--- src/include/id_stage_config.svh ---
`ifndef ID_STAGE_CONFIG_SVH
`define ID_STAGE_CONFIG_SVH

`define ID_XLEN        32 // data and instruction width
`define ID_REG_COUNT   32
`define ID_REG_ADDR_W  5
`define ID_OPCODE_W    6
`define ID_FUNC_W      6
`define ID_IMM_W       16 // I-type immediate
`define ID_OFFSET_W    26 // J-type offset
`define ID_SPARE_W     10 // R-type bits 15:6, not decoded
`define ID_IMM_MODE_W  2

`define OP_LW      6'b000010
`define OP_SW      6'b001010
`define OP_ADDI    6'b010000
`define OP_SUBI    6'b010010
`define OP_ANDI    6'b010100
`define OP_ORI     6'b010101
`define OP_XORI    6'b010110
`define OP_SLTI    6'b011010 // start of signed imm compares
`define OP_SNEI    6'b011111 // end, sgti/sgei/seqi/slei in between
`define OP_BEQZ    6'b100000
`define OP_BNEZ    6'b100001
`define OP_J       6'b100100
`define OP_R_TYPE  6'b110000

`define FN_ADD     6'b000001
`define FN_SUB     6'b000011
`define FN_AND     6'b000101
`define FN_OR      6'b000110
`define FN_XOR     6'b000111
`define FN_SLT     6'b001011 // start of reg compares
`define FN_SNE     6'b010000 // end, sgt/sle/sge/seq in between

`define IMM_ZERO16   2'd0 // imm16 zero-extended
`define IMM_SIGNMAG  2'd1 // imm16 in sign-magnitude
`define IMM_ZERO26   2'd2 // jump offset zero-extended

`endif

--- src/rtl/id_stage_pkg.sv ---
`include "id_stage_config.svh"

package id_stage_pkg;

  // R-type view, rs1 op rs2
  typedef struct packed {
    logic [`ID_OPCODE_W-1:0]   opcode;
    logic [`ID_REG_ADDR_W-1:0] rs1;
    logic [`ID_REG_ADDR_W-1:0] rs2;
    logic [`ID_SPARE_W-1:0]    spare;  // upper func bits, always zero here
    logic [`ID_FUNC_W-1:0]     func;
  } r_fields_t;

  // I-type view, rd_rs2 is the dest for alu ops and the store source for sw
  typedef struct packed {
    logic [`ID_OPCODE_W-1:0]   opcode;
    logic [`ID_REG_ADDR_W-1:0] rs1;
    logic [`ID_REG_ADDR_W-1:0] rd_rs2;
    logic [`ID_IMM_W-1:0]      imm16;
  } i_fields_t;

  // J-type view
  typedef struct packed {
    logic [`ID_OPCODE_W-1:0] opcode;
    logic [`ID_OFFSET_W-1:0] offset;
  } j_fields_t;

  // same word, three decodings, opcode lands in the same bits in all
  typedef union packed {
    r_fields_t r;
    i_fields_t i;
    j_fields_t j;
  } instr_word_t;

endpackage

--- src/rtl/decode_ctrl_if.sv ---
`include "id_stage_config.svh"

interface decode_ctrl_if;

  logic                      load_a;        // A register enable
  logic                      load_b;        // B register enable
  logic                      load_imm;      // IMM register enable
  logic                      a_signmag;     // rs1 to sign-magnitude
  logic                      b_signmag;     // rs2 to sign-magnitude
  logic                      flip_b_sign;   // sub turns into add
  logic [`ID_IMM_MODE_W-1:0] imm_mode;      // immediate extension kind
  logic                      flip_imm_sign; // subi turns into addi

  modport classifier (
    output load_a, load_b, load_imm, a_signmag, b_signmag, flip_b_sign,
    output imm_mode, flip_imm_sign
  );

  modport operand (
    input load_a, load_b, load_imm, a_signmag, b_signmag, flip_b_sign,
    input imm_mode, flip_imm_sign
  );

endinterface

--- src/rtl/register_file.sv ---
`include "id_stage_config.svh"

module register_file (
  input  logic                      clock2,
  input  logic                      reset2,     // async, active low
  input  logic                      write_en,
  input  logic [`ID_REG_ADDR_W-1:0] write_addr,
  input  logic [`ID_XLEN-1:0]       write_data,
  input  logic [`ID_REG_ADDR_W-1:0] rs1_addr,
  input  logic [`ID_REG_ADDR_W-1:0] rs2_addr,
  output logic [`ID_XLEN-1:0]       rs1_data,
  output logic [`ID_XLEN-1:0]       rs2_data
);

  logic [`ID_XLEN-1:0] regs [`ID_REG_COUNT]; // r0 stays zero
  logic                write_ok;             // write to a real register

  assign write_ok = write_en && (write_addr != '0); // r0 is read-only

  always_ff @(posedge clock2 or negedge reset2)
  begin
    if (!reset2)
    begin
      for (int i = 0; i < `ID_REG_COUNT; i++)
      begin
        regs[i] <= '0;
      end
    end
    else if (write_ok)
    begin
      regs[write_addr] <= write_data; // visible from the next cycle
    end
  end

  // no bypass, a same-cycle read of the written register gets the old word
  assign rs1_data = regs[rs1_addr];
  assign rs2_data = regs[rs2_addr];

endmodule

--- src/rtl/instr_classifier.sv ---
`include "id_stage_config.svh"

module instr_classifier (
  input  id_stage_pkg::instr_word_t instr,
  decode_ctrl_if.classifier         ctrl
);

  logic [`ID_OPCODE_W-1:0] opcode;
  logic [`ID_FUNC_W-1:0]   func;
  logic                    signed_imm_op; // a and imm in sign-magnitude
  logic                    logic_imm_op;  // raw a, zero-extended imm
  logic                    add_fn;        // add or sub
  logic                    raw_fn;        // logic ops and compares

  assign opcode = instr.i.opcode;
  assign func   = instr.r.func;

  assign signed_imm_op = (opcode == `OP_LW) || (opcode == `OP_ADDI) ||
                         (opcode == `OP_SUBI) || (opcode == `OP_SW) ||
                         (opcode inside {[`OP_SLTI:`OP_SNEI]}); // slti..snei

  assign logic_imm_op = (opcode == `OP_ANDI) || (opcode == `OP_ORI) ||
                        (opcode == `OP_XORI) || (opcode == `OP_BEQZ) ||
                        (opcode == `OP_BNEZ); // branches compare raw rs1 to zero

  assign add_fn = (func == `FN_ADD) || (func == `FN_SUB);

  assign raw_fn = (func == `FN_AND) || (func == `FN_OR) || (func == `FN_XOR) ||
                  (func inside {[`FN_SLT:`FN_SNE]}); // slt..sne

  always_comb
  begin
    ctrl.load_a        = 1'b0; // unknown codes load nothing
    ctrl.load_b        = 1'b0;
    ctrl.load_imm      = 1'b0;
    ctrl.a_signmag     = 1'b0;
    ctrl.b_signmag     = 1'b0;
    ctrl.flip_b_sign   = 1'b0;
    ctrl.imm_mode      = `IMM_ZERO16;
    ctrl.flip_imm_sign = 1'b0;

    if (signed_imm_op)
    begin
      ctrl.load_a        = 1'b1;
      ctrl.load_imm      = 1'b1;
      ctrl.a_signmag     = 1'b1;
      ctrl.imm_mode      = `IMM_SIGNMAG;
      ctrl.flip_imm_sign = (opcode == `OP_SUBI); // a - imm as a + (-imm)
      ctrl.load_b        = (opcode == `OP_SW);   // store data, raw
    end
    else if (logic_imm_op)
    begin
      ctrl.load_a   = 1'b1;
      ctrl.load_imm = 1'b1; // zero16 from default
    end
    else if (opcode == `OP_J)
    begin
      ctrl.load_imm = 1'b1; // a, b hold
      ctrl.imm_mode = `IMM_ZERO26;
    end
    else if (opcode == `OP_R_TYPE)
    begin
      if (add_fn)
      begin
        ctrl.load_a      = 1'b1;
        ctrl.load_b      = 1'b1;
        ctrl.a_signmag   = 1'b1;
        ctrl.b_signmag   = 1'b1;
        ctrl.flip_b_sign = (func == `FN_SUB); // ex stage only adds
      end
      else if (raw_fn)
      begin
        ctrl.load_a = 1'b1;
        ctrl.load_b = 1'b1;
      end
    end
  end

endmodule

--- src/rtl/operand_stage.sv ---
`include "id_stage_config.svh"

module operand_stage (
  input  logic                      clock2,
  input  logic                      reset2,   // async, active low
  input  id_stage_pkg::instr_word_t instr,
  input  logic [`ID_XLEN-1:0]       npc,
  input  logic [`ID_XLEN-1:0]       rs1_data,
  input  logic [`ID_XLEN-1:0]       rs2_data,
  decode_ctrl_if.operand            ctrl,
  output logic [`ID_XLEN-1:0]       ir_q,     // id/ex pipeline registers
  output logic [`ID_XLEN-1:0]       npc_q,
  output logic [`ID_XLEN-1:0]       a_q,
  output logic [`ID_XLEN-1:0]       b_q,
  output logic [`ID_XLEN-1:0]       imm_q
);

  localparam int IMM_PAD = `ID_XLEN - `ID_IMM_W;    // zero bits above imm16
  localparam int OFS_PAD = `ID_XLEN - `ID_OFFSET_W; // zero bits above offset

  logic [`ID_XLEN-1:0]  a_form;
  logic [`ID_XLEN-1:0]  b_conv;   // b before the sign flip
  logic [`ID_XLEN-1:0]  b_form;
  logic [`ID_IMM_W-1:0] imm16;
  logic [`ID_IMM_W-1:0] imm_neg;  // two's negation of imm16
  logic [`ID_XLEN-1:0]  imm_signed;
  logic [`ID_XLEN-1:0]  imm_ext;  // imm before the sign flip
  logic [`ID_XLEN-1:0]  imm_form;

  // two's complement to sign-magnitude, positive words pass unchanged
  function automatic logic [`ID_XLEN-1:0] sign_mag(input logic [`ID_XLEN-1:0] x);
    logic [`ID_XLEN-1:0] neg;
    neg = ~x + 1'b1;
    if (x[`ID_XLEN-1])
      return {1'b1, neg[`ID_XLEN-2:0]};
    else
      return x;
  endfunction

  assign a_form = ctrl.a_signmag ? sign_mag(rs1_data) : rs1_data;
  assign b_conv = ctrl.b_signmag ? sign_mag(rs2_data) : rs2_data;
  assign b_form = {b_conv[`ID_XLEN-1] ^ ctrl.flip_b_sign, b_conv[`ID_XLEN-2:0]};

  assign imm16   = instr.i.imm16;
  assign imm_neg = ~imm16 + 1'b1;

  // sign on top, magnitude in the low 15 bits
  assign imm_signed = imm16[`ID_IMM_W-1] ?
                      {1'b1, {IMM_PAD{1'b0}}, imm_neg[`ID_IMM_W-2:0]} :
                      {{IMM_PAD{1'b0}}, imm16};

  always_comb
  begin
    case (ctrl.imm_mode)
      `IMM_SIGNMAG: imm_ext = imm_signed;
      `IMM_ZERO16:  imm_ext = {{IMM_PAD{1'b0}}, imm16};
      `IMM_ZERO26:  imm_ext = {{OFS_PAD{1'b0}}, instr.j.offset};
      default:      imm_ext = '0; // unused code
    endcase
  end

  assign imm_form = {imm_ext[`ID_XLEN-1] ^ ctrl.flip_imm_sign, imm_ext[`ID_XLEN-2:0]};

  always_ff @(posedge clock2 or negedge reset2)
  begin
    if (!reset2)
    begin
      ir_q  <= '0;
      npc_q <= '0;
      a_q   <= '0;
      b_q   <= '0;
      imm_q <= '0;
    end
    else
    begin
      ir_q  <= instr;  // always follows the instruction
      npc_q <= npc;
      if (ctrl.load_a)
        a_q <= a_form; // otherwise hold
      if (ctrl.load_b)
        b_q <= b_form;
      if (ctrl.load_imm)
        imm_q <= imm_form;
    end
  end

endmodule

--- src/rtl/id_stage.sv ---
`include "id_stage_config.svh"

module id_stage (
  input  logic                      clock2,
  input  logic                      reset2,       // async, active low
  input  logic [`ID_XLEN-1:0]       npc_in2,
  input  logic [`ID_XLEN-1:0]       inst_in2,
  input  logic                      reg_write_en, // write-back port
  input  logic [`ID_REG_ADDR_W-1:0] reg_add_in,
  input  logic [`ID_XLEN-1:0]       reg_data_in,
  output logic [`ID_XLEN-1:0]       irout2,
  output logic [`ID_XLEN-1:0]       aout2,
  output logic [`ID_XLEN-1:0]       bout2,
  output logic [`ID_XLEN-1:0]       imout2,
  output logic [`ID_XLEN-1:0]       npcout2
);

  import id_stage_pkg::*;

  instr_word_t         instr;    // inst_in2 seen through the field views
  logic [`ID_XLEN-1:0] rs1_data;
  logic [`ID_XLEN-1:0] rs2_data;

  assign instr = instr_word_t'(inst_in2);

  decode_ctrl_if ctrl_if ();

  register_file register_file_i (
    .clock2     (clock2),
    .reset2     (reset2),
    .write_en   (reg_write_en),
    .write_addr (reg_add_in),
    .write_data (reg_data_in),
    .rs1_addr   (instr.r.rs1),
    .rs2_addr   (instr.r.rs2),   // same bits as rd_rs2 of I-type
    .rs1_data   (rs1_data),
    .rs2_data   (rs2_data)
  );

  instr_classifier instr_classifier_i (
    .instr (instr),
    .ctrl  (ctrl_if.classifier)
  );

  operand_stage operand_stage_i (
    .clock2   (clock2),
    .reset2   (reset2),
    .instr    (instr),
    .npc      (npc_in2),
    .rs1_data (rs1_data),
    .rs2_data (rs2_data),
    .ctrl     (ctrl_if.operand),
    .ir_q     (irout2),
    .npc_q    (npcout2),
    .a_q      (aout2),
    .b_q      (bout2),
    .imm_q    (imout2)
  );

endmodule

--- config.mk ---
export PLATFORM = sky130hd
export DESIGN_NAME = id_stage
export DESIGN_NICKNAME = d
export VERILOG_FILES = /design/src/rtl/id_stage_pkg.sv /design/src/rtl/decode_ctrl_if.sv /design/src/rtl/register_file.sv /design/src/rtl/instr_classifier.sv /design/src/rtl/operand_stage.sv /design/src/rtl/id_stage.sv
export VERILOG_INCLUDE_DIRS = /design/src /design/src/include
export SDC_FILE = /design/constraint.sdc
export NUM_CORES = 2
export LEC_CHECK = 0
export BUFFER_PORTS_ARGS = -buffer_cell sky130_fd_sc_hd__buf_2
export CORE_ASPECT_RATIO = 0.6
export CORE_MARGIN = 5
export CORE_UTILIZATION = 55
export DETAILED_ROUTE_END_ITERATION = 7
export GPL_ROUTABILITY_DRIVEN = 0
export PLACE_DENSITY_LB_ADDON = 0.15
export SYNTH_ARGS = -nofsm -noshare
export SYNTH_HDL_FRONTEND = slang
export SYNTH_SLANG_ARGS = --single-unit
--- constraint.sdc ---
create_clock -name clock2 -period 3 [get_ports clock2]
set_input_delay 0.6 -clock clock2 [delete_from_list [all_inputs] [get_ports clock2]]
set_output_delay 0.6 -clock clock2 [all_outputs]
set_load 0.02 [all_outputs]
==> flow_summary.json <==
{
  "outcome": "finished with violations",
  "violations": "setup timing",
  "synth_area_sq_mm": 0.0611,
  "yosys.area.top_type": "dfrtp_1",
  "period_minus_slack_ns": 3.64,
  "htreeDepth": 3,
  "root_buffer": "clkbuf_16",
  "skew_ns": 0.0337,
  "drc_errors": 0,
  "drtIter0Drc": 5426,
  "p_comb_share_pct": 27.4,
  "p_seq_share_pct": 41.1,
  "powerDensity_mw_per_mm2": 665,
  "worst_pin_slew_ns": 1.12,
  "drtPass1Iterations": 5,
  "routedWlPerCell_microns": 30.8,
  "criticalPathCategory": "register to register",
  "fp.dieW_microns": 440,
  "synth-edff-count": 0,
  "drtAntennaViolNets": 0,
  "io_buffers": 258,
  "ys_ff_latch": 1179,
  "sw_frac_of_total_pct": 29.3,
  "hpwl_mm": 139,
  "synth_flop_cell": "dfrtp_1",
  "antenna_found_initial": 8,
  "drt-total-wl_mm": 211,
  "startpoint_type": "register",
  "worstPathMaxFanout": 3,
  "die_h_microns": 268,
  "syn_avg_cell_area_sq_um": 14.3,
  "grt_pass1_wl_mm": 311,
  "dp_slack_ns": -1.59,
  "max_slew_margin_pct": 24.9,
  "setup_violations": 33,
  "place_area_sq_mm": 0.0717,
  "path_cells": "mux4_2 -> mux4_2 -> mux2i_2 -> buf_4 -> nand4_1 -> buf_4 -> or3_4 -> nand3b_1 -> buf_4 -> o31ai_4 -> xnor2_2 -> a21oi_1",
  "syn_to_final_growth_pct": 26.0,
  "hold_violations": 0,
  "async_flop_share_pct": 100,
  "grt.total_usage_pct": 35.9,
  "synth.distinct_cells": 66,
  "hp-class": "input port to register",
  "overflow": 0,
  "design_area_sq_mm": 0.0770,
  "fin_ws_ns": -0.637,
  "synth_most_common_cell": "dfrtp_1",
  "clk_pin_slew_ns": 0.07,
  "drive_above_1_share_pct": 57.0,
  "synth_top_area_share_pct": 48.3,
  "p_sw_mw": 15.0,
  "internal-power_mw": 36.2,
  "start_util_pct": 55.6,
  "cp_slowest_cell": "mux4_2",
  "rsz0062_at_grt": "true",
  "crit_top_cell": "buf_4",
  "seq_area_frac_synth_pct": 48.3,
  "syn_inst": 4269,
  "vias_per_cell": 6.47,
  "cts_buffer_depth": 3,
  "fin_nets": 5358,
  "vias": 44200,
  "arrival_ns": 4.27,
  "p_leak_nw": 35.1,
  "grt_pass1_vias": 44600,
  "min_period_over_period_pct": 121,
  "maxCapViolCount": 0,
  "cts.sinks": 1179,
  "final_max_slew_viol_count": 0,
  "fp.coreArea_sq_mm": 0.110,
  "num-fill-cells": 7547,
  "cts_tree": "built",
  "fmax_ghz": 0.275,
  "die_area_sq_mm": 0.118,
  "fin_hold_ws_ns": 0.0434,
  "cts_buffers": 113,
  "io-pin-count": 264,
  "rows": 94,
  "endpoint_kind": "register",
  "grt_max_degree": 100,
  "vdd_drop_max_v": 0.000590,
  "slowest_delay_ns": 0.50,
  "synth_common_cells": "1,179 x dfrtp_1, 1,004 x mux2_2, 438 x mux4_2, 317 x mux2i_1, 258 x clkbuf_1",
  "clockPowerShare_pct": 31.5,
  "synth_area_leaders": "dfrtp_1 48%, mux2_2 19%, mux4_2 16%, mux2i_1 5.2%, clkbuf_1 1.6%",
  "critPathRequiredTime_ns": 3.63,
  "yosysWarnings": 0,
  "worstSkewPairLatency_ns": 0.76
}
==> worst paths after layout <==
path | from | end | slack, ns | cells after the start
worst max-delay path | register_file_i.regs[837] | operand_stage_i.a_q[29] | -0.64 | 12
worst min-delay path | inst_in2[8] | operand_stage_i.ir_q[8] | 0.04 | 1
worst max register to register | register_file_i.regs[837] | operand_stage_i.a_q[29] | -0.64 | 12
worst min register to register | register_file_i.regs[1021] | register_file_i.regs[1021] | 0.40 | 0
max in group asynchronous | reset2 | register_file_i.regs[59] | 1.53 | 3
min in group asynchronous | reset2 | operand_stage_i.npc_q[31] | 0.41 | 2
==> placed cells by master, fill, tap and decap left out, drive strengths merged, types with 71 or more instances in the layout <==
cell type  count
mux2        1004
nor2         114
dfrtp       1179
a22oi        119
mux4         438
a21oi         71
buf         1253
mux2i        319
clkbuf       151
nand2        144
==> layer usage <==
layer	global-route usage, %	share of wire [%]	vias to the layer above
li1	-	-	18200
met1	52.2	41	23100
met2	50.4	42	2489
met3	13.4	13	435
met4	11.3	3.6	2
met5	0	0.0062	-
==> sequential cells by signal, summed over array words and instances (netlist names) <==
signal and flops:
operand_stage_i.a_q 32, operand_stage_i.b_q 32, operand_stage_i.imm_q 27, operand_stage_i.ir_q 32
operand_stage_i.npc_q 32, register_file_i.regs 1024
==> repair_timing <==
action | in CTS | in global routing
endpoints found under the hold margin | 102 | 0
pin swaps | 45 | 26
cloned | 0 | 1
buffers inserted | 15 | 15
hold buffers | 41 | 0
endpoints found under the setup margin | 54 | 48
resized for setup | 63 | 52
==> layout make-up <==
| class | count | area (sq um) | area share (%) |
|---|---|---|---|
| antenna | 6 | 15.0 | 0.0195 |
| tap | 1488 | 1860 | 2.42 |
| multi-input combinational | 2640 | 30500 | 39.6 |
| inverter | 19 | 80.1 | 0.104 |
| clock inverter | 59 | 905 | 1.17 |
| timing repair buffer | 1295 | 10900 | 14.1 |
| sequential | 1179 | 29500 | 38.3 |
| clock buffer | 150 | 3240 | 4.21 |
==> through the flow <==
step | util [%] | instances | TNS (ns) | power (mW)
4_1_cts | 69.7 | 6816 | -8.79 | 50.8
3_3_place_gp | 65.2 | 6551 | -64.15 | 34.0
3_5_place_dp | 65.2 | 6551 | -64.51 | 34.5
6_report | 70.0 | 6836 | -9.11 | 51.2
2_1_floorplan | - | 4273 | -18.48 | 28.1
5_1_grt | 70.0 | 6832 | -12.66 | 53.1
==> cells by family after synthesis <==
family,Yosys count,synth area share (%)
compound gates,362,4.03
xor+xnor,69,0.989
fa+ha+maj,6,0.123
buf+inv,454,3.26
flops,1179,48.3
mux,1761,39.9
other cells,1,0.00614
simple gates,437,3.41
==> worst max-delay path: cells and delay by family (launching register included) <==
kind,cells,cell delay (ns)
multiplexers,3,1.18
AND/OR/NAND/NOR,3,0.84
buffers and inverters,3,0.60
flip-flops,1,0.39
AO/OA/AOI/OAI,2,0.33
XOR/XNOR,1,0.16
==> power groups by stage <==
| stage | Sequential (mW) | Clock [mW] | Combinational [mW] |
|---|---|---|---|
| global placement | 21.1 | 0 | 13.0 |
| global route | 21.3 | 16.9 | 14.9 |
| floorplan | 20.9 | 0 | 7.21 |
| detailed placement | 21.1 | 0 | 13.3 |
| finish | 21.0 | 16.1 | 14.0 |
| CTS | 20.9 | 16.3 | 13.7 |
(Power assumes the default switching activity.)
